File: config.mk
export PLATFORM = sky130hd
export DESIGN_NAME = itim_wb_master
export DESIGN_NICKNAME = d
export VERILOG_FILES = /design/src/hw/itim_pkg.sv /design/src/hw/itim_wb_master.sv
export SDC_FILE = /design/constraint.sdc
export NUM_CORES = 1
export LEC_CHECK = 0
export BUFFER_PORTS_ARGS = -buffer_cell sky130_fd_sc_hd__buf_2
export CELL_PAD_IN_SITES_DETAIL_PLACEMENT = 0
export CELL_PAD_IN_SITES_GLOBAL_PLACEMENT = 1
export CORE_ASPECT_RATIO = 1.1
export CORE_MARGIN = 3
export CORE_UTILIZATION = 32
export CTS_CLUSTER_SIZE = 20
export DETAILED_ROUTE_END_ITERATION = 12
export GPL_TIMING_DRIVEN = 1
export PLACE_DENSITY_LB_ADDON = 0.1
export REMOVE_ABC_BUFFERS = 1
export SKIP_LAST_GASP = 1
export SLEW_MARGIN = 0
export SYNTH_ARGS = -nofsm -noshare
export SYNTH_HDL_FRONTEND = slang
export SYNTH_SLANG_ARGS = --single-unit
File: constraint.sdc
create_clock -name clock -period 3.1 [get_ports clock]
set_input_delay 0.465 -clock clock [delete_from_list [all_inputs] [get_ports clock]]
set_output_delay 0.465 -clock clock [all_outputs]
set_load 0.02 [all_outputs]
File: src/hw/itim_pkg.sv
package itim_pkg;

  localparam int itim_banks = 4;
  localparam int itim_lines = 64;
  localparam int bank_bits = 2;
  localparam int line_bits = 6;
  localparam int tag_bits = 22;
  localparam int entry_bits = 55;

  localparam logic [31:0] itim_base_addr = 32'h0000_0000;
  localparam logic [31:0] itim_top_addr = 32'h0000_4000;

  localparam logic [1:0] st_lookup = 2'd0;
  localparam logic [1:0] st_miss = 2'd1;
  localparam logic [1:0] st_bypass = 2'd2;
  localparam logic [1:0] st_fence = 2'd3;

  typedef union packed {
    logic [31:0] raw;
    struct packed {
      logic [tag_bits-1:0] tag;
      logic [line_bits-1:0] line;
      logic [bank_bits-1:0] bank;
      logic [1:0] offset;
    } f;
  } fetch_addr_t;

  typedef struct packed {
    logic valid;
    logic fence;
    logic [31:0] addr;
  } fetch_req_t;

  typedef struct packed {
    logic ready;
    logic [63:0] rdata; // high word is addr+4.
  } fetch_rsp_t;

  typedef struct packed {
    logic wen;
    logic [line_bits-1:0] waddr;
    logic [line_bits-1:0] raddr;
    logic [entry_bits-1:0] wdata;
  } bank_in_t;

  typedef struct packed {
    logic [entry_bits-1:0] rdata;
  } bank_out_t;

  typedef struct packed {
    logic valid;
    logic [tag_bits-1:0] tag;
    logic [31:0] data;
  } bank_entry_t;

  typedef struct packed {
    logic valid;
    logic [31:0] addr;
  } bus_req_t;

  typedef struct packed {
    logic done;
    logic [31:0] rdata;
  } bus_rsp_t;

  typedef struct packed {
    logic valid;
    logic fence;
    fetch_addr_t addr0;
    fetch_addr_t addr1;
  } dec_t;

endpackage
File: src/hw/itim_wb_master.sv
`timescale 1ns/1ns

module itim_wb_master
  import itim_pkg::*;
(
  input logic clock,
  input logic reset,
  input bus_req_t bus_req,
  output bus_rsp_t bus_rsp,
  output logic cyc,
  output logic stb,
  output logic we,
  output logic [31:0] adr,
  output logic [3:0] sel,
  input logic [31:0] dat_r,
  input logic ack
);

  logic done_q;
  logic [31:0] rdata_q;

  always_ff @(posedge clock) begin
    if (!reset) begin
      cyc <= 1'b0;
      done_q <= 1'b0;
    end else begin
      done_q <= cyc && ack;
      if (!cyc) begin
        cyc <= bus_req.valid;
      end else if (ack) begin
        cyc <= 1'b0; // cycle ends on the sampled ack.
      end
    end
  end

  always_ff @(posedge clock) begin
    if (!cyc && bus_req.valid) begin
      adr <= bus_req.addr;
    end
    if (cyc && ack) begin
      rdata_q <= dat_r;
    end
  end

  assign stb = cyc;
  assign we = 1'b0; // read only.
  assign sel = 4'hf;
  assign bus_rsp.done = done_q;
  assign bus_rsp.rdata = rdata_q;

endmodule

==> flow_summary.ini <==
[synth]
synth-warning-count = 0
postSynthAreaPerCell_um2 = 25.7
syn_area_um2 = 2050
synth.lib_cells_used.distinct = 8
synth.yosys.seq_area_share = 0.955
post_synth_inst_count = 80
synth.ff_latch_count = 66

[worst_setup_path]
setup.worst_path.end_class = flip-flop
reg2reg_depth = 2
timing.reg2reg.setup_slack_ns = 1.48
worst_setup_path_start_kind = flip-flop
cp_data_required_time_ns = 3.11
r2r-start = cyc
crit_path_max_fanout = 18
worst_ep_arrival_time_ns = 1.63
worst_r2r_endpoint = adr[14]
setup.worst_path.class = reg -> reg

[clock_tree]
cts_num_sinks = 66
clockRootBuffer = clkbuf_8
cts_buffers = 9
post_cts.repair.setup_buffers = 0
tritoncts_clock_tree = yes
cts_resized = 0
hold_buffers = 0
clkTransAtPathRegs_ns = 0.06
cts-root-to-sink-buffers = 2
clk_latency_ns = 0.32
htreeDepth = 3

[route]
wl_um = 3970
drc_errors = 0
drt-pass1-iter-count = 4
avgViaCountPerCell = 3.99
routed_wire_length_per_instance_um = 13.0
drc_marker_count_from_the_first_detailed_route_iteration = 36
route.vias.total = 1218
detail-route-antenna-nets = 0

[place]
gpl.final_weighted_congestion = 0.621
place_ws_ns = 1.23
io_buffer_count = 134
dp_hpwl_um = 3150

[grt]
grt_antenna_before_repair = 0
vias_in_the_first_global_route = 1282
grt.overflow.total = 0
maximum_number_of_pins_on_one_net_before_global_route_repair = 33
grt_util_all_layers = 0.110
grt_first_pass_wirelength_um = 5900

[floorplan]
die_width_um = 82.4
io_pins = 140
effective_utilization_at_floorplan = 0.343
placeableCoreArea_um2 = 5990
row_count = 29
chipHeight_um = 90.0
dieArea_um2 = 7420

[sta]
achievable-frequency_mhz = 617
finalClockSkew_ns = 0.00474
layout_setup_ws_ns = 1.48
tns_ns = 0
max-slew-margin-rel = 0.518
layout_worst_path_cycle_share = 0.523
final_max_slew_viol_count = 0
rsz0062_at_grt = false
timing.final.crit_period_ns = 1.62
setup_viol_count_final = 0
hold_viol = 0
least_margin_pin_slew_ns = 0.720

[power]
worst_ir_drop_vdd_mv = 0.329
leakage_power_total_nw = 1.27
power_per_cell_area_nw_per_um2 = 594
p_total_w = 0.00175

[finish]
final_stage_net_count = 291
antenna-diode-count = 0
layout-drive-gt1-share = 0.654
flow.area_growth_from_synthesis_pct = 43.7
layout.core_utilization = 0.493

[min_path]
worst_min_delay_path_startpoint = dat_r[10]
min_delay_path_depth = 1
hold_removal_path_class = in -> reg
holdPathEnd = rdata_q[10]

[run]
drv.max_cap_violation_count = 0

[status]
result_of_the_run = completed
[per-stage QoR]
step | std cells | hold slack [ns] | instance area (µm²)
6_report | 305 | 0.318 | 2950
5_1_grt | 305 | 0.291 | 2950
4_1_cts | 305 | 0.295 | 2950
3_5_place_dp | 289 | 0.558 | 2800
3_3_place_gp | 289 | 0.542 | 2800
2_1_floorplan | 76 | 0.564 | 2010
[how the worst max path moves through the flow]
stage,startpoint,to,slack (ns),cells after the start
2_1_floorplan,cyc,adr[0],0.69,1
3_3_place_gp,bus_req[32],adr[14],1.28,3
3_5_place_dp,bus_req[32],adr[28],1.23,3
4_1_cts,cyc,adr[29],1.43,2
5_1_grt,cyc,adr[14],1.33,2
6_report,cyc,adr[14],1.48,2
[state kept, by name, summed over array words and instances, names as in the netlist]
name and cells:
rdata_q 32, adr 32, cyc 1, done_q 1
[logic make-up (layout without fill, tap and decap cells)]
group	after synthesis	in the layout	share of synthesized area
AOI/OAI and AO/OA	1	1	0.00366
other	2	5	0.00366
DFF	66	66	0.955
buffers and inverters	7	152	0.0256
and+or+nand+nor	4	4	0.0122
[layout make-up]
type	count	area, µm²
multi-input cells	10	53.8
flip-flops and latches	66	1960
clock buffers	12	135
well taps	77	96.3
fillers	525	3040
clock inverters	4	18.8
repair buffers	136	686
[critical path, stage by stage, from the launching register on]
cell     delay [ns]
dfxtp_1        0.34
nor2b_2        0.59
buf_4          0.37
[where the power goes]
part / total (W) / internal [W] / switching, W
clock network: 0.000555 / 0.000284 / 0.000272
logic: 0.000159 / 0.0000586 / 0.000100
registers: 0.00104 / 0.00103 / 0.00000954
[metal layers]
metal	up-vias	GRT usage	share of wire	routed length [µm]
li1	584	-	-	-
met1	531	0.0996	0.31	1250
met2	94	0.180	0.48	1910
met3	9	0.0650	0.18	729
met4	0	0.0706	0.019	76
met5	-	0	0	0
[cells in the final DEF (no fill, tap or decap)]
master,count
clkinv_2,3
nor2b_1,1
dfxtp_1,2
clkbuf_8,9
clkinv_1,1
conb_1,5
edfxtp_1,64
and3_1,1
o21a_1,1
and2_1,1
clkbuf_1,3
nor2b_2,1
buf_4,2
buf_2,134
[cell usage after synthesis, drive strengths merged]
library cell	instances	share of area
edfxtp	64	0.94
buf	7	0.026
conb	2	0.0037
dfxtp	2	0.019
nor2b	2	0.0061
and2	1	0.0030
and3	1	0.0030
o21a	1	0.0037
No activity file was read; power rests on OpenSTA's default activity.
