File: config.mk
export PLATFORM = sky130hd
export DESIGN_NAME = itim_decode
export DESIGN_NICKNAME = d
export VERILOG_FILES = /design/src/hw/itim_pkg.sv /design/src/hw/itim_decode.sv
export SDC_FILE = /design/constraint.sdc
export NUM_CORES = 1
export LEC_CHECK = 0
export ABC_AREA = 0
export ABC_CLOCK_PERIOD_IN_PS = 10500
export BUFFER_PORTS_ARGS = -buffer_cell sky130_fd_sc_hd__buf_4
export CORE_ASPECT_RATIO = 0.9
export CORE_MARGIN = 5
export CORE_UTILIZATION = 30
export CTS_CLUSTER_DIAMETER = 100
export DETAILED_ROUTE_END_ITERATION = 12
export HOLD_SLACK_MARGIN = 0.06
export SETUP_SLACK_MARGIN = 0.1
export SKIP_LAST_GASP = 1
export SYNTH_ARGS = -nofsm -noshare
export SYNTH_HDL_FRONTEND = slang
export SYNTH_SLANG_ARGS = --single-unit
File: constraint.sdc
create_clock -name clock -period 10.5 [get_ports clock]
set_clock_uncertainty 0.15 [all_clocks]
set_input_delay 0 -clock clock [delete_from_list [all_inputs] [get_ports clock]]
set_output_delay 0 -clock clock [all_outputs]
set_load 0.005 [all_outputs]
File: src/hw/itim_pkg.sv
package itim_pkg;

  localparam int itim_banks = 4;
  localparam int itim_lines = 64;
  localparam int bank_bits = 2;
  localparam int line_bits = 6;
  localparam int tag_bits = 22;
  localparam int entry_bits = 55;

  localparam logic [31:0] itim_base_addr = 32'h0000_0000;
  localparam logic [31:0] itim_top_addr = 32'h0000_4000;

  localparam logic [1:0] st_lookup = 2'd0;
  localparam logic [1:0] st_miss = 2'd1;
  localparam logic [1:0] st_bypass = 2'd2;
  localparam logic [1:0] st_fence = 2'd3;

  typedef union packed {
    logic [31:0] raw;
    struct packed {
      logic [tag_bits-1:0] tag;
      logic [line_bits-1:0] line;
      logic [bank_bits-1:0] bank;
      logic [1:0] offset;
    } f;
  } fetch_addr_t;

  typedef struct packed {
    logic valid;
    logic fence;
    logic [31:0] addr;
  } fetch_req_t;

  typedef struct packed {
    logic ready;
    logic [63:0] rdata; // high word is addr+4.
  } fetch_rsp_t;

  typedef struct packed {
    logic wen;
    logic [line_bits-1:0] waddr;
    logic [line_bits-1:0] raddr;
    logic [entry_bits-1:0] wdata;
  } bank_in_t;

  typedef struct packed {
    logic [entry_bits-1:0] rdata;
  } bank_out_t;

  typedef struct packed {
    logic valid;
    logic [tag_bits-1:0] tag;
    logic [31:0] data;
  } bank_entry_t;

  typedef struct packed {
    logic valid;
    logic [31:0] addr;
  } bus_req_t;

  typedef struct packed {
    logic done;
    logic [31:0] rdata;
  } bus_rsp_t;

  typedef struct packed {
    logic valid;
    logic fence;
    fetch_addr_t addr0;
    fetch_addr_t addr1;
  } dec_t;

endpackage
File: src/hw/itim_decode.sv
`timescale 1ns/1ns

module itim_decode
  import itim_pkg::*;
(
  input logic clock,
  input logic reset,
  input fetch_req_t fetch_req,
  input logic busy,
  output dec_t dec,
  output logic [itim_banks-1:0][line_bits-1:0] raddr
);

  fetch_addr_t a0;
  fetch_addr_t a1;
  dec_t dec_next;

  always_comb begin
    a0.raw = fetch_req.addr;
    a1.raw = fetch_req.addr + 32'd4;

    // the two words always fall in different banks.
    raddr = '0;
    raddr[a0.f.bank] = a0.f.line;
    raddr[a1.f.bank] = a1.f.line;

    dec_next.valid = fetch_req.valid;
    dec_next.fence = fetch_req.fence;
    dec_next.addr0 = a0;
    dec_next.addr1 = a1;
  end

  always_ff @(posedge clock) begin
    if (!reset) begin
      dec.valid <= 1'b0;
    end else if (!busy) begin
      dec <= dec_next; // held while a refill runs.
    end
  end

endmodule

==> metrics.md, run 1 <==
| Metric | Value |
|---|---|
| Tmin final | `2.23 ns` |
| Clock buffer count from CTS | `9` |
| Worst endpoint required time | `10.41 ns` |
| Clock Tree Root | `clkbuf_16` |
| Synth top area share | `62.2%` |
| Worst Tran Pin Value | `0.810 ns` |
| Unique masters post-synth | `26` |
| Fmax | `448 MHz` |
| P per Cell Area | `146 nW/µm²` |
| Warnings from Yosys | `0` |
| First-pass DRT Iterations | `6` |
| Final Hold Fails | `0` |
| Die Height | `106 µm` |
| CTS tree | `done` |
| Post-synth EDFFs | `63` |
| Mapped Area | `3040 µm²` |
| WL/cell | `15.8 µm` |
| Slew Limit Fails | `0` |
| Largest register FFs | `64` |
| Post-synth top cells | `edfxtp_1, nand2_1, xnor2_1` |
| Area Overhead vs Synth | `55.9%` |
| Mapped Nets | `276` |
| Dpl hpwl | `5960 µm` |
| Final nets | `438` |
| Comb power frac | `14.6%` |
| Post-CTS Setup Bufs | `0` |
| Share of cells above drive strength 1 | `37.5%` |
| Top Registers | `dec: 64 flops` |
| Hold_sp | `fetch_req[32]` |
| RR Endpoint | `dec[65]` |
| Net Sw Frac | `22.3%` |
| Static leakage | `1.93 nW` |
| Final WL | `8250 µm` |
| Fillers | `875` |
| Final setup viols | `0` |
| Die W | `116 µm` |
| Status | `complete, no violations` |
| Largest register by flop count | `dec` |
| Critical Path AT | `2.14 ns` |
| Peak VDD IR | `0.0813 mV` |
| Boundary Pins | `127` |
| Num Clock Sinks | `64` |
| DR iter-0 viols | `82` |
| N_diodes | `0` |
| Starting Density | `31.1%` |
| Cell count after synthesis | `230` |
| RSZ-0062 raised after global routing | `no` |
| All-Layer GR Usage | `13.4%` |
| Seq pwr share | `44.2%` |
| Mapped Avg Cell Area | `13.2 µm²` |
| Crit path max fanout | `8` |
| Clk buf depth | `2` |
| Total number of vias | `2,385` |
| Initial antenna violation count | `0` |
| Setup crit start kind | `primary input` |
| Via/cell ratio | `4.56` |
| Routability congestion estimate | `0.779` |
| Die area | `12,300 µm²` |
| TNS Setup | `0 ns` |
| Clock power frac | `41.2%` |
| Max_cap viols | `0` |
| Hold crit path type | `in -> reg` |
| Hold EP | `dec[64]` |
| Worst skew pair latency | `0.31 ns` |
| Util after Layout | `48.5%` |
| Global-route wire length before repair | `12,700 µm` |
| WHS Path Cells | `2` |
| Net switching power figure | `155 µW` |
| Worst reg-to-reg setup slack | `9.21 ns` |
| Int Pwr | `539 µW` |
| Leading post-synthesis cells by cell area | `edfxtp_1, xnor2_1, mux2i_1` |
| Number of global-route vias before repair | `2,379` |
| Routed Antenna Nets | `0` |
| Tcrit/Tclk final | `21.2%` |
| Reg-to-Reg Start | `dec[65]` |
| Pin count of the biggest net entering global routing | `64` |
| Row Count | `34` |
| Final global-route overflow total | `0` |
| Core area | `9780 µm²` |
| Top-count cell post-synth | `edfxtp_1` |
| Area leader, netlist | `edfxtp_1` |
| Reg clk slew, reported paths | `0.05 ns` |
| Residual DRC | `0` |
| I/O Buffers | `126` |
| Ys flop type | `edfxtp_1` |
| Relative slew slack | `46.0%` |
| Worst Setup End Kind | `flop` |
| Fraction of registers with async set/reset | `0%` |
| Synth Register Bits | `64` |
| Worst Reg2Reg Path Length in Cells | `3` |
| H-tree levels | `3` |
| Critical path type | `in -> reg` |
| Register area share after synthesis | `62.8%` |
[metal layers]
layer  global-route usage [%]  vias to the layer above  wire length [µm]  share of wire [%]
met5                        0                        -                 0                  0
met4                     2.98                        0                24               0.29
met3                     4.81                        2               746                9.0
met2                     22.0                       98              3890                 47
met1                     17.1                     1122              3590                 43
li1                         -                     1163                 -                  -
[cell type report]
cell class                 count  area [µm²]  share of cell area, %
timing repair buffer         162        1300                   27.5
tap                          126         158                   3.32
sequential                    64        1910                   40.3
clock inverter                 6        60.1                   1.27
multi-input combinational    149        1060                   22.3
inverter                       6        22.5                  0.475
clock buffer                  10         229                   4.83
[per-stage QoR]
step	power [mW]	setup slack [ns]	cells	hold WS [ns]	area [µm²]
after floorplan	0.342	7.04	230	-0.0511	3040
after global placement	0.402	8.56	472	0.0298	4110
after detailed placement	0.404	8.46	472	0.0337	4110
after CTS	0.705	8.23	523	0.233	4740
after global routing	0.725	8.05	523	0.247	4740
final	0.693	8.27	523	0.255	4740
[cells by family (layout without fill, tap and decap cells)]
family | after synthesis | count (layout) | share of synthesized area, %
fa+ha+maj | 9 | 9 | 3.70
buf+inv | 17 | 184 | 2.59
mux | 14 | 14 | 4.65
flops | 64 | 64 | 62.8
compound gates | 19 | 19 | 3.12
xor+xnor | 27 | 27 | 7.77
simple gates | 80 | 80 | 15.3
[critical path: stages]
cell and delay [ns]:
dlygate4sd3_1 0.53, buf_4 0.15, ha_1 0.28, nand3_1 0.33, nor4_4 0.49, nand3_1 0.19, xnor2_1 0.17
[how the worst max path moves through the flow]
stage                  from      end
2_1_floorplan          busy   dec[0]
3_3_place_gp   fetch_req[2]  dec[26]
3_5_place_dp   fetch_req[2]  dec[26]
4_1_cts        fetch_req[2]  dec[22]
5_1_grt        fetch_req[2]  dec[26]
6_report       fetch_req[2]  dec[22]
[power by group through the flow]
stage          Sequential [mW]  Combinational (mW)  Clock [mW]
3_5_place_dp             0.311              0.0921           0
4_1_cts                  0.306               0.103       0.296
6_report                 0.306               0.101       0.286
3_3_place_gp             0.311              0.0913           0
5_1_grt                  0.308               0.110       0.307
2_1_floorplan            0.313              0.0287           0
[cell usage in the layout (no fill, tap or decap), types with 2 or more instances in the layout]
cell type | Yosys | final
buf_4 | 3 | 127
ha_1 | 9 | 9
nor4_4 | 2 | 2
and3_1 | 7 | 7
xnor2_1 | 23 | 23
a21oi_1 | 8 | 8
dlygate4sd3_1 | 0 | 35
nand4_1 | 4 | 4
clkinvlp_4 | 0 | 2
and4_1 | 3 | 3
nand4_4 | 2 | 2
nor4_1 | 2 | 2
clkbuf_16 | 0 | 9
xor2_1 | 4 | 4
inv_1 | 5 | 5
nor2b_1 | 6 | 5
clkinv_2 | 0 | 3
nand3_1 | 19 | 19
nand2_1 | 30 | 30
edfxtp_1 | 63 | 63
o21ai_0 | 11 | 11
mux2i_1 | 13 | 13
nor2_1 | 3 | 3
[repair_timing]
item                      in CTS  in global routing
hold buffers                  35                  0
hold endpoints to repair      63                  0
resized for setup              0                  0
(Power assumes the default switching activity.)
==> run 2, diff against run 1 <==
ABC_CLOCK_PERIOD_IN_PS = 1900   (was 10500)
clock period = 1.9 ns   (was 10.5 ns; I/O delays follow)
==> run 2 against run 1 <==
Effect of this change: non-clock buffer count is 9 higher; sequential share of layout area is 1.1 points lower; critical path depth stayed put; routed wire length is 1.5% higher; die area stayed put; worst setup slack worse by 8.1 ns; final cell count is 1.7% higher; combinational power grew to 5.7 times the previous value; power grew to 5.8 times the previous value; global-route usage is 0.42 points higher; final area is 2.7% higher; clock power grew to 6.2 times the previous value.
==> metrics.md, run 2 (synthesis gave the netlist of run 1 again) <==
| Metric | Value |
|---|---|
| Max_cap viols | `0 (unchanged)` |
| Reg-to-Reg Start | `dec[65]` |
| Die Height | `106 µm (unchanged)` |
| Clock Tree Root | `clkbuf_16` |
| Worst endpoint required time | `1.82 ns (-8.59 ns)` |
| Relative slew slack | `64.3% (+18 points)` |
| Reg clk slew, reported paths | `0.05 ns (about the same)` |
| Routed Antenna Nets | `0 (unchanged)` |
| Via/cell ratio | `4.63 (+1.4%)` |
| Critical Path AT | `1.62 ns (-0.52 ns)` |
| Final global-route overflow total | `0 (unchanged)` |
| Clock buffer count from CTS | `9 (unchanged)` |
| Peak VDD IR | `0.412 mV (+410%)` |
| WHS Path Cells | `3 (+1)` |
| TNS Setup | `0 ns (unchanged)` |
| Worst skew pair latency | `0.32 ns (about the same)` |
| I/O Buffers | `126 (unchanged)` |
| Util after Layout | `49.8% (+1.3 points)` |
| Final hold slack | `0.0730 ns (-0.182 ns)` |
| Largest register FFs | `64 (unchanged)` |
| Die W | `116 µm (unchanged)` |
| Share of cells above drive strength 1 | `38.4% (+0.89 points)` |
| Core area | `9780 µm² (unchanged)` |
| H-tree levels | `3 (unchanged)` |
| Largest register by flop count | `dec` |
| Clk buf depth | `2 (unchanged)` |
| Slew Limit Fails | `0 (unchanged)` |
| Most frequent cells in the layout | `buf_4, edfxtp_1, dlygate4sd3_1, nand2_1, xnor2_1` |
| Inst Count DP | `476 (+0.85%)` |
| Residual DRC | `0 (unchanged)` |
| Pre-CTS WS | `0.253 ns (-8.21 ns)` |
| Dpl hpwl | `5980 µm (+0.25%)` |
| Worst Setup End Kind | `flop` |
| Static leakage | `2.00 nW (+3.6%)` |
| Num Clock Sinks | `64 (unchanged)` |
| Worst Reg2Reg Path Length in Cells | `3 (unchanged)` |
| Number of global-route vias before repair | `2,522 (+6.0%)` |
| Final Hold Fails | `0 (unchanged)` |
| RSZ-0062 raised after global routing | `no` |
| Fmax | `588 MHz` |
| Final WL | `8370 µm (+1.5%)` |
| Crit path max fanout | `10 (+2)` |
| Tcrit/Tclk final | `89.5%` |
| Hold_sp | `fetch_req[3]` |
| Global-route wire length before repair | `13,000 µm (+2.2%)` |
| Area Overhead vs Synth | `60.2%` |
| N_diodes | `0 (unchanged)` |
| Routability congestion estimate | `0.806 (+3.5%)` |
| WL/cell | `15.7 µm (-0.25%)` |
| Critical path type | `in -> reg` |
| Row Count | `34 (unchanged)` |
| Worst setup path start | `fetch_req[7]` |
| Worst reg-to-reg setup slack | `0.55 ns (-8.66 ns)` |
| Top Registers | `dec: 64 flops` |
| CTS tree | `done` |
| DR iter-0 viols | `107 (+30%)` |
| Total number of vias | `2,461 (+3.2%)` |
| Pin count of the biggest net entering global routing | `44 (-31%)` |
| Setup crit start kind | `primary input` |
| Final nets | `447 (+2.1%)` |
| Final setup viols | `0 (unchanged)` |
| First-pass DRT Iterations | `4 (-2)` |
| Boundary Pins | `127 (unchanged)` |
| Worst Tran Pin Value | `0.535 ns (-0.275 ns)` |
| All-Layer GR Usage | `13.9% (+0.42 points)` |
| Fin cells | `532 (+1.7%)` |
| Initial antenna violation count | `0 (unchanged)` |
| Starting Density | `31.1% (unchanged)` |
| Die area | `12,300 µm² (unchanged)` |
| Hold crit path type | `in -> reg` |
| Final WS setup | `0.200 ns (-8.07 ns)` |
| Most common cell after layout, fill and taps aside | `buf_4` |
| P per Cell Area | `824 nW/µm² (+460%)` |
| Status | `complete, no violations` |
| Tmin final | `1.70 ns` |
## run 2: final cells by class
type,instances,area [µm²]
clock buffer,9,225
timing repair buffer,171,1390
fill,874,4910
tap,126,158
clock inverter,7,93.8
multi-input combinational,149,1070
sequential,64,1910
inverter,6,22.5
## run 2: final timing paths
path / endpoint
setup reg to reg: dec[65]
setup / recovery: dec[31]
hold reg to reg: dec[65]
hold / removal: dec[5]
## run 2: through the flow
| stage | instance area (µm²) | total power, mW |
|---|---|---|
| finish | 4870 | 4.02 |
| global route | 4870 | 4.19 |
| CTS | 4840 | 4.07 |
| detailed placement | 4140 | 2.23 |
| global placement | 4140 | 2.22 |
| floorplan | 3050 | 1.89 |
## run 2: layer usage
metal  share of wire, %  track usage, %  vias up
li1                   -               -     1184
met1                 41            16.7     1172
met2                 49            23.2       94
met3                8.6            4.30       11
met4                1.7            5.14        0
met5                  0               0        -
## run 2: critical path: stages
cell	delay, ns
dlygate4sd3_1	0.53
buf_4	0.19
nand4_4	0.17
nor4_4	0.31
buf_6	0.17
nand4_1	0.11
xnor2_1	0.15
## run 2: where the power goes
| part | switching [mW] | internal [mW] | total (mW) |
|---|---|---|---|
| registers | 0.0289 | 1.66 | 1.69 |
| logic | 0.254 | 0.320 | 0.574 |
| clock network | 0.608 | 1.15 | 1.76 |
| total | 0.891 | 3.13 | 4.02 |
## run 2: what timing repair did
item / in CTS / in global routing
hold endpoints to repair: 63 / 0
gates resized for setup: 0 / 4
endpoints found under the setup margin: 0 / 13
buffers inserted: 0 / 1
hold buffers: 39 / 0
