### src/hw/itim_pkg.sv
package itim_pkg;

  localparam int itim_banks = 4;
  localparam int itim_lines = 64;
  localparam int bank_bits = 2;
  localparam int line_bits = 6;
  localparam int tag_bits = 22;
  localparam int entry_bits = 55;

  localparam logic [31:0] itim_base_addr = 32'h0000_0000;
  localparam logic [31:0] itim_top_addr = 32'h0000_4000;

  localparam logic [1:0] st_lookup = 2'd0;
  localparam logic [1:0] st_miss = 2'd1;
  localparam logic [1:0] st_bypass = 2'd2;
  localparam logic [1:0] st_fence = 2'd3;

  typedef union packed {
    logic [31:0] raw;
    struct packed {
      logic [tag_bits-1:0] tag;
      logic [line_bits-1:0] line;
      logic [bank_bits-1:0] bank;
      logic [1:0] offset;
    } f;
  } fetch_addr_t;

  typedef struct packed {
    logic valid;
    logic fence;
    logic [31:0] addr;
  } fetch_req_t;

  typedef struct packed {
    logic ready;
    logic [63:0] rdata; // high word is addr+4.
  } fetch_rsp_t;

  typedef struct packed {
    logic wen;
    logic [line_bits-1:0] waddr;
    logic [line_bits-1:0] raddr;
    logic [entry_bits-1:0] wdata;
  } bank_in_t;

  typedef struct packed {
    logic [entry_bits-1:0] rdata;
  } bank_out_t;

  typedef struct packed {
    logic valid;
    logic [tag_bits-1:0] tag;
    logic [31:0] data;
  } bank_entry_t;

  typedef struct packed {
    logic valid;
    logic [31:0] addr;
  } bus_req_t;

  typedef struct packed {
    logic done;
    logic [31:0] rdata;
  } bus_rsp_t;

  typedef struct packed {
    logic valid;
    logic fence;
    fetch_addr_t addr0;
    fetch_addr_t addr1;
  } dec_t;

endpackage
### src/hw/itim_ctrl.sv
`timescale 1ns/1ns

module itim_ctrl
  import itim_pkg::*;
(
  input logic clock,
  input logic reset,
  input dec_t dec,
  input bank_out_t [itim_banks-1:0] bank_out,
  output bank_in_t [itim_banks-1:0] bank_wr,
  output logic busy,
  output bus_req_t bus_req,
  input bus_rsp_t bus_rsp,
  output fetch_rsp_t fetch_rsp
);

  logic [1:0] state;
  logic [1:0] state_next;
  logic second;
  logic [line_bits-1:0] count;
  logic [31:0] rdata_lo;

  bank_entry_t e0;
  bank_entry_t e1;
  bank_entry_t fill;
  fetch_addr_t word;
  logic outside;
  logic miss;

  function automatic logic in_window(input logic [31:0] addr);
    return (addr >= itim_base_addr) && (addr < itim_top_addr);
  endfunction

  always_comb begin
    e0 = bank_out[dec.addr0.f.bank].rdata;
    e1 = bank_out[dec.addr1.f.bank].rdata;
    outside = !in_window(dec.addr0.raw) || !in_window(dec.addr1.raw);
    miss = !e0.valid || !e1.valid ||
           (e0.tag != dec.addr0.f.tag) || (e1.tag != dec.addr1.f.tag);

    word = second ? dec.addr1 : dec.addr0;
    fill.valid = 1'b1;
    fill.tag = word.f.tag;
    fill.data = bus_rsp.rdata;

    state_next = state;
    bus_req = '0;
    fetch_rsp = '0;
    bank_wr = '0;

    case (state)
      st_lookup: begin
        if (dec.valid) begin
          if (dec.fence) begin
            state_next = st_fence;
          end else if (outside || miss) begin
            state_next = outside ? st_bypass : st_miss;
            bus_req.valid = 1'b1;
            bus_req.addr = dec.addr0.raw;
          end else begin
            fetch_rsp.ready = 1'b1;
            fetch_rsp.rdata = {e1.data, e0.data};
          end
        end
      end
      st_miss, st_bypass: begin
        if (bus_rsp.done) begin
          if (state == st_miss) begin
            bank_wr[word.f.bank].wen = 1'b1; // refill one word per read.
            bank_wr[word.f.bank].waddr = word.f.line;
            bank_wr[word.f.bank].wdata = fill;
          end
          if (second) begin
            state_next = st_lookup;
            fetch_rsp.ready = 1'b1;
            fetch_rsp.rdata = {bus_rsp.rdata, rdata_lo};
          end else begin
            bus_req.valid = 1'b1;
            bus_req.addr = dec.addr1.raw;
          end
        end
      end
      default: begin
        // clear the same line in every bank.
        for (int i = 0; i < itim_banks; i++) begin
          bank_wr[i].wen = 1'b1;
          bank_wr[i].waddr = count;
        end
        if (count == line_bits'(itim_lines - 1)) begin
          state_next = st_lookup;
          fetch_rsp.ready = 1'b1;
        end
      end
    endcase

    // a new request may enter in the cycle of ready.
    busy = (state_next != st_lookup);
  end

  always_ff @(posedge clock) begin
    if (!reset) begin
      state <= st_lookup;
      second <= 1'b0;
      count <= '0;
    end else begin
      state <= state_next;
      if (bus_rsp.done) begin
        second <= !second;
      end
      if (state == st_fence) begin
        count <= count + 1'b1; // wraps to zero on exit.
      end
    end
  end

  always_ff @(posedge clock) begin
    if (bus_rsp.done && !second) begin
      rdata_lo <= bus_rsp.rdata;
    end
  end

endmodule

### config.mk
export PLATFORM = sky130hd
export DESIGN_NAME = itim_ctrl
export DESIGN_NICKNAME = d
export VERILOG_FILES = /design/src/hw/itim_pkg.sv /design/src/hw/itim_ctrl.sv
export SDC_FILE = /design/constraint.sdc
export NUM_CORES = 1
export LEC_CHECK = 0
export BUFFER_PORTS_ARGS = -buffer_cell sky130_fd_sc_hd__buf_2
export CAP_MARGIN = 10
export CELL_PAD_IN_SITES_DETAIL_PLACEMENT = 1
export CELL_PAD_IN_SITES_GLOBAL_PLACEMENT = 2
export CORE_AREA = 2 2 266 268
export DETAILED_ROUTE_END_ITERATION = 10
export DIE_AREA = 0 0 268 270
export PLACE_DENSITY_LB_ADDON = 0.1
export SLEW_MARGIN = 20
export SYNTH_ARGS = -nofsm -noshare
export SYNTH_HDL_FRONTEND = slang
export SYNTH_SLANG_ARGS = --single-unit
export TNS_END_PERCENT = 1
### constraint.sdc
create_clock -name clock -period 4.4 [get_ports clock]
set_input_delay 0.66 -clock clock [delete_from_list [all_inputs] [get_ports clock]]
set_output_delay 0.66 -clock clock [all_outputs]
set_load 0.005 [all_outputs]
==> impl_metrics.tcl, run 1 <==
set metrics [dict create \
    reg2reg_depth 5 \
    finalHoldViolations 0 \
    first_global_vias 11400 \
    finalCriticalPeriod_ns 4.22 \
    layout_worst_path_cycle_share 0.958 \
    cp_num_cells 13 \
    syn_area_per_cell_um2 8.62 \
    drt_iter0_markers 439 \
    p_per_area_mw_per_mm2 158 \
    synth_common_cells "101 x and2_1, 98 x nor2_1, 96 x mux4_2" \
    synth_top_area_cell "mux4_2" \
    intPower_uw 1280 \
    core_area_mm2 0.0695 \
    r2r_end "state[0]" \
    max_stage_delay_ns 0.56 \
    pre_cts_ws_ns -0.0766 \
    r2r-start "state[0]" \
    path_buf_inv 6 \
    clock_skew_ns 0.0122 \
    worst_pin_slew_ns 0.803 \
    chipHeight_um 270 \
    setup.worst_path.class "in2out" \
    yosys_warnings 0 \
    outcome "completed" \
    crit_fanout 19 \
    routed_via_density 4.13 \
    clk_latency_ns 0.31 \
    nFillCells 8421 \
    rsz0062_at_grt "no" \
    grt_pass1_wl_um 91100 \
    wl_um 67300 \
    dr.pass1.iters 5 \
    clock_sinks 41 \
    synth.most_common_cell "and2_1" \
    cts_htree_levels 2 \
    cts_tree "built" \
    num_vias 10800 \
    synth-seq-cells 41 \
    path_cells "buf_4 > buf_12 > buf_4 > mux4_2 > xnor2_1 > nand4_1 > nor3_1 > buf_4 > nand3_4 > or3_4 > buf_16 > o21ai_2 > buf_2" \
    p_seq_frac 0.214 \
    ys_types 53 \
    critPathTopFamily "buffers and inverters" \
    die_w_um 268 \
    cts_buffer_depth 2 \
    pin_count 692 \
    slew_headroom 0.465 \
    cp.required_ns 3.74 \
    drv_slew 0 \
    peakVddDrop_v 0.000124 \
    cts_buffers 5 \
    crit_top_cell "buf_4" \
    async_flop_share 0 \
    worstSetupStartpointType "input pin" \
    p_switching_uw 865 \
    clkTransAtPathRegs_ns 0.07 \
    clock_power_share 0.238 \
    critical-path-slowest-cell "mux4_2" \
    finalSetupViolCount 0 \
    synth_edf_count 32 \
    place_congestion 0.881 \
    timing.critical_path.from "dec[34]" \
    synthCells 995 \
    fmax_mhz 237 \
    antenna_found_initial 22 \
    route.detailed.drc 0 \
    cts-hold-fix-buffers 0 \
    drive_gt1_frac 0.559 \
    final_core_util 0.195 \
    synth.area.top_cells "mux4_2 25%, edfxtp_1 11%, mux2i_1 7.5%" \
    dp_hpwl_um 56500 \
    stdcell_area_mm2 0.0136 \
    p_sw_frac 0.403 \
    rows 97 \
    nNetsFinal 1983 \
    arrival_ns 3.56 \
    syn-cell-area_mm2 0.00858 \
    initial_core_util 0.123 \
    portBuffers 667 \
    place_area_mm2 0.0132 \
    leakagePower_uw 0.00698 \
    end_kind "primary output" \
    wl_per_cell_um 25.8 \
    grt.total_usage 0.177 \
    power_uw 2150 \
    drv_cap 0 \
    synthToLayoutAreaGrowth_pct 58.1 \
    synth_top_area_share 0.252 \
    p_comb_frac 0.548 \
    worstSetupEndpoint "fetch_rsp[12]" \
    layout_setup_ws_ns 0.183 \
    synth_ff_type "edfxtp_1" \
    grt_max_degree 65 \
    die_area_mm2 0.0724 \
    ys_seq_area_frac 0.133 \
    worstHoldPathType "reg2reg" \
    ctsRootBufferMaster "clkbuf_16" \
    rrSetupSlack_ns 2.44 \
    final_antenna_net_count 0 \
    overflow 0 \
]
-- worst reg2reg max path, cell delays in order (launching register included) --
cell,delay (ns)
dfxtp_1,0.50
ha_1,0.74
a21oi_1,0.15
a31oi_1,0.18
o21ai_0,0.10
o21a_1,0.17
-- what timing repair did --
item                       4_1_cts  5_1_grt
pin swaps                        0        4
cloned                           0        1
setup endpoints to repair       32       96
gates resized for setup          2       19
setup buffers                    0        6
-- kinds of logic after synthesis --
group | share of synthesized area
mux | 0.332
fa+ha+maj | 0.00729
buf+inv | 0.109
other cells | 0.000437
compound gates | 0.149
xor+xnor | 0.0429
flops | 0.133
simple gates | 0.227
-- metrics by stage --
stage | instances | hold WS (ns) | setup TNS, ns
finish | 2609 | 0.529 | 0
global route | 2600 | 0.580 | 0
CTS | 2591 | 0.542 | 0
detailed placement | 2583 | 0.526 | -0.848
global placement | 2583 | 0.503 | -5.24
floorplan | 1018 | 0.473 | 0
-- state kept, by name, summed over array words and instances, names as in the netlist --
name and flops:
count 6, rdata_lo 32, second 1, state 2
-- power groups by stage --
stage / clock (uW) / sequential (uW) / combinational [uW]
after floorplan: 0 / 462 / 584
after global placement: 0 / 468 / 1190
after detailed placement: 0 / 468 / 1190
after CTS: 545 / 460 / 1200
after global routing: 548 / 463 / 1270
final: 512 / 459 / 1180
-- cells in the final DEF, fill, tap and decap left out, types with 9 or more instances in the layout --
master,netlist,layout
buf_2,13,663
and2_1,101,101
nor2_1,98,97
mux4_2,96,96
nand2_1,86,86
inv_1,80,80
buf_4,25,62
o21ai_2,60,60
mux2i_1,64,59
o21ai_0,46,45
and3_1,36,36
xnor2_1,35,35
a22o_1,32,32
edfxtp_1,32,32
conb_1,1,24
diode_2,0,11
nand3_1,11,11
nor3_1,11,10
nor4_1,11,9
nand4_1,9,9
-- layout make-up --
class / count / area [um2] / area share
antenna: 11 / 27.5 / 0.00203
inverter: 80 / 300 / 0.0221
timing repair buffer: 739 / 4040 / 0.297
tap: 940 / 1180 / 0.0867
clock inverter: 3 / 65.1 / 0.00480
clock buffer: 5 / 125 / 0.00922
sequential: 41 / 1140 / 0.0842
multi-input combinational: 790 / 6700 / 0.493
-- layer usage --
metal | up-vias | wire [um] | share of wire | track usage
met1 | 5281 | 24800 | 0.37 | 0.188
li1 | 4877 | - | - | -
met2 | 506 | 35200 | 0.52 | 0.334
met5 | - | 114 | 0.0017 | 0
met4 | 20 | 2220 | 0.033 | 0.0600
met3 | 91 | 5000 | 0.074 | 0.0466
-- worst min path at each step --
stage / from / end / cells after the start
2_1_floorplan: count[5] / count[5] / 2
6_report: count[5] / count[5] / 2
3_5_place_dp: count[5] / count[5] / 2
5_1_grt: count[5] / count[5] / 2
4_1_cts: count[5] / count[5] / 2
3_3_place_gp: count[5] / count[5] / 2
No activity file was read; power rests on OpenSTA's default activity.
==> run 2: changes to the inputs <==
Settings changed: CELL_PAD_IN_SITES_DETAIL_PLACEMENT 1 to default, CELL_PAD_IN_SITES_GLOBAL_PLACEMENT 2 to default, CORE_AREA 2 2 266 268 to 2 2 273 275, DIE_AREA 0 0 268 270 to 0 0 275 277, PLACE_DENSITY_LB_ADDON 0.1 to default.
==> impl_metrics.tcl, run 2 (same netlist as run 1, synthesis figures left out) <==
set metrics [dict create \
    p_sw_frac 0.414 \
    leakagePower_uw 0.00689 \
    overflow 0 \
    final_cell_mix "663 x buf_2, 101 x and2_1, 97 x nor2_1" \
    outcome "completed" \
    finalHoldViolations 0 \
    wl_um 57200 \
    place_congestion 0.973 \
    drt_iter0_markers 657 \
    antenna_found_initial 18 \
    dp_hpwl_um 48000 \
    crit_fanout 22 \
    grt_pass1_wl_um 76600 \
    cts_htree_levels 2 \
    pin_count 692 \
    hold_depth 2 \
    largest_reg_flops 32 \
    end_kind "primary output" \
    worst_pin_slew_ns 0.738 \
    die_area_mm2 0.0762 \
    post_cts_buffers 0 \
    layout_commonest_cell "buf_2" \
    portBuffers 667 \
    initial_core_util 0.117 \
    dr.pass1.iters 5 \
    finalSetupViolCount 0 \
    fmax_mhz 238 \
    grt_max_degree 65 \
    cts_buffer_depth 2 \
    route.detailed.drc 0 \
    clkTransAtPathRegs_ns 0.07 \
    largest-register "rdata_lo" \
    worstHoldPathType "reg2reg" \
    first_global_vias 10500 \
    clk_latency_ns 0.31 \
    core_area_mm2 0.0736 \
    slew_headroom 0.494 \
    reg2reg_depth 7 \
    clock_power_share 0.222 \
    p_switching_uw 859 \
    final_core_util 0.183 \
    drv_cap 0 \
    chipHeight_um 277 \
    peakVddDrop_v 0.000112 \
    cts_tree "built" \
    p_seq_frac 0.221 \
    clock_skew_ns 0.00644 \
    setup.worst_path.class "in2out" \
    wl_per_cell_um 21.7 \
    nNetsFinal 1971 \
    die_w_um 275 \
    ctsRootBufferMaster "clkbuf_16" \
    power_uw 2080 \
    cts-hold-fix-buffers 0 \
    layout_worst_path_cycle_share 0.957 \
    cts_buffers 5 \
    drv_slew 0 \
    final_antenna_net_count 0 \
    worstSetupStartpointType "input pin" \
    intPower_uw 1220 \
    synthToLayoutAreaGrowth_pct 56.8 \
    seq_area_mm2 0.00114 \
    p_comb_frac 0.558 \
    finalCriticalPeriod_ns 4.21 \
    arrival_ns 3.55 \
    drive_gt1_frac 0.550 \
    clock_sinks 41 \
    p_per_area_mw_per_mm2 154 \
    cp.required_ns 3.74 \
    nFillCells 8282 \
    grt.total_usage 0.140 \
    num_vias 11000 \
    rows 100 \
    routed_via_density 4.18 \
    reg_top3 "rdata_lo x32, count x6, state x2" \
    multi_input_area_mm2 0.00665 \
]
==> run 2: changes by cell type in the layout (fill, tap and decap cells not counted), moves of 2 or more <==
cell	previous run	this run
diode_2	11	19
mux2i_2	4	0
buf_12	7	10
mux2i_1	59	63
buf_6	4	2
buf_4	62	52
==> run 2: critical path, cell delays in order <==
cell       delay [ns]
buf_6            0.18
mux4_2           0.52
o2bb2ai_1        0.13
a311oi_1         0.33
o2111ai_1        0.21
nor3_1           0.23
nand3_2          0.20
or3_4            0.42
buf_12           0.19
buf_4            0.19
o21ai_2          0.13
buf_2            0.12
==> run 2: worst paths after layout <==
path / start / slack [ns] / end
setup / recovery: dec[2] / 0.19 / fetch_rsp[50]
hold / removal: count[5] / 0.53 / count[5]
setup reg to reg: state[0] / 2.56 / state[0]
hold reg to reg: count[5] / 0.53 / count[5]
==> run 2: layout make-up <==
type	count	share of cell area
tap	969	0.0901
timing repair buffer	727	0.292
clock buffer	5	0.00930
multi-input combinational	790	0.494
inverter	80	0.0223
clock inverter	3	0.00344
sequential	41	0.0849
antenna	19	0.00353
==> run 2: power groups by stage <==
stage	registers (uW)	logic (uW)	clock network [uW]
after floorplan	462	584	0
after global placement	465	1150	0
after detailed placement	466	1150	0
after CTS	457	1160	492
after global routing	461	1230	499
final	458	1160	460
==> run 2: timing repair <==
action | in CTS | in global routing
cloned | 0 | 0
resized for setup | 1 | 5
setup endpoints to repair | 1 | 34
pin swaps | 0 | 3
==> run 2: routing by layer <==
metal	global-route usage	vias to the layer above	share of wire
met5	0	-	0.00045
met4	0.0865	4	0.062
met3	0.0245	144	0.079
met2	0.240	757	0.48
met1	0.161	5252	0.38
li1	-	4863	-
==> run 2: through the flow <==
| stage | TNS (ns) | cell area, um2 | hold slack, ns | setup WS (ns) | cells |
|---|---|---|---|---|---|
| after floorplan | 0 | 8670 | 0.473 | 0.645 | 1018 |
| after global placement | -0.0453 | 13200 | 0.506 | -0.0453 | 2607 |
| after detailed placement | -0.0535 | 13200 | 0.516 | -0.0535 | 2607 |
| after CTS | 0 | 13400 | 0.527 | 0.00657 | 2615 |
| after global routing | -0.0304 | 13400 | 0.563 | -0.0155 | 2629 |
| final | 0 | 13500 | 0.527 | 0.191 | 2634 |
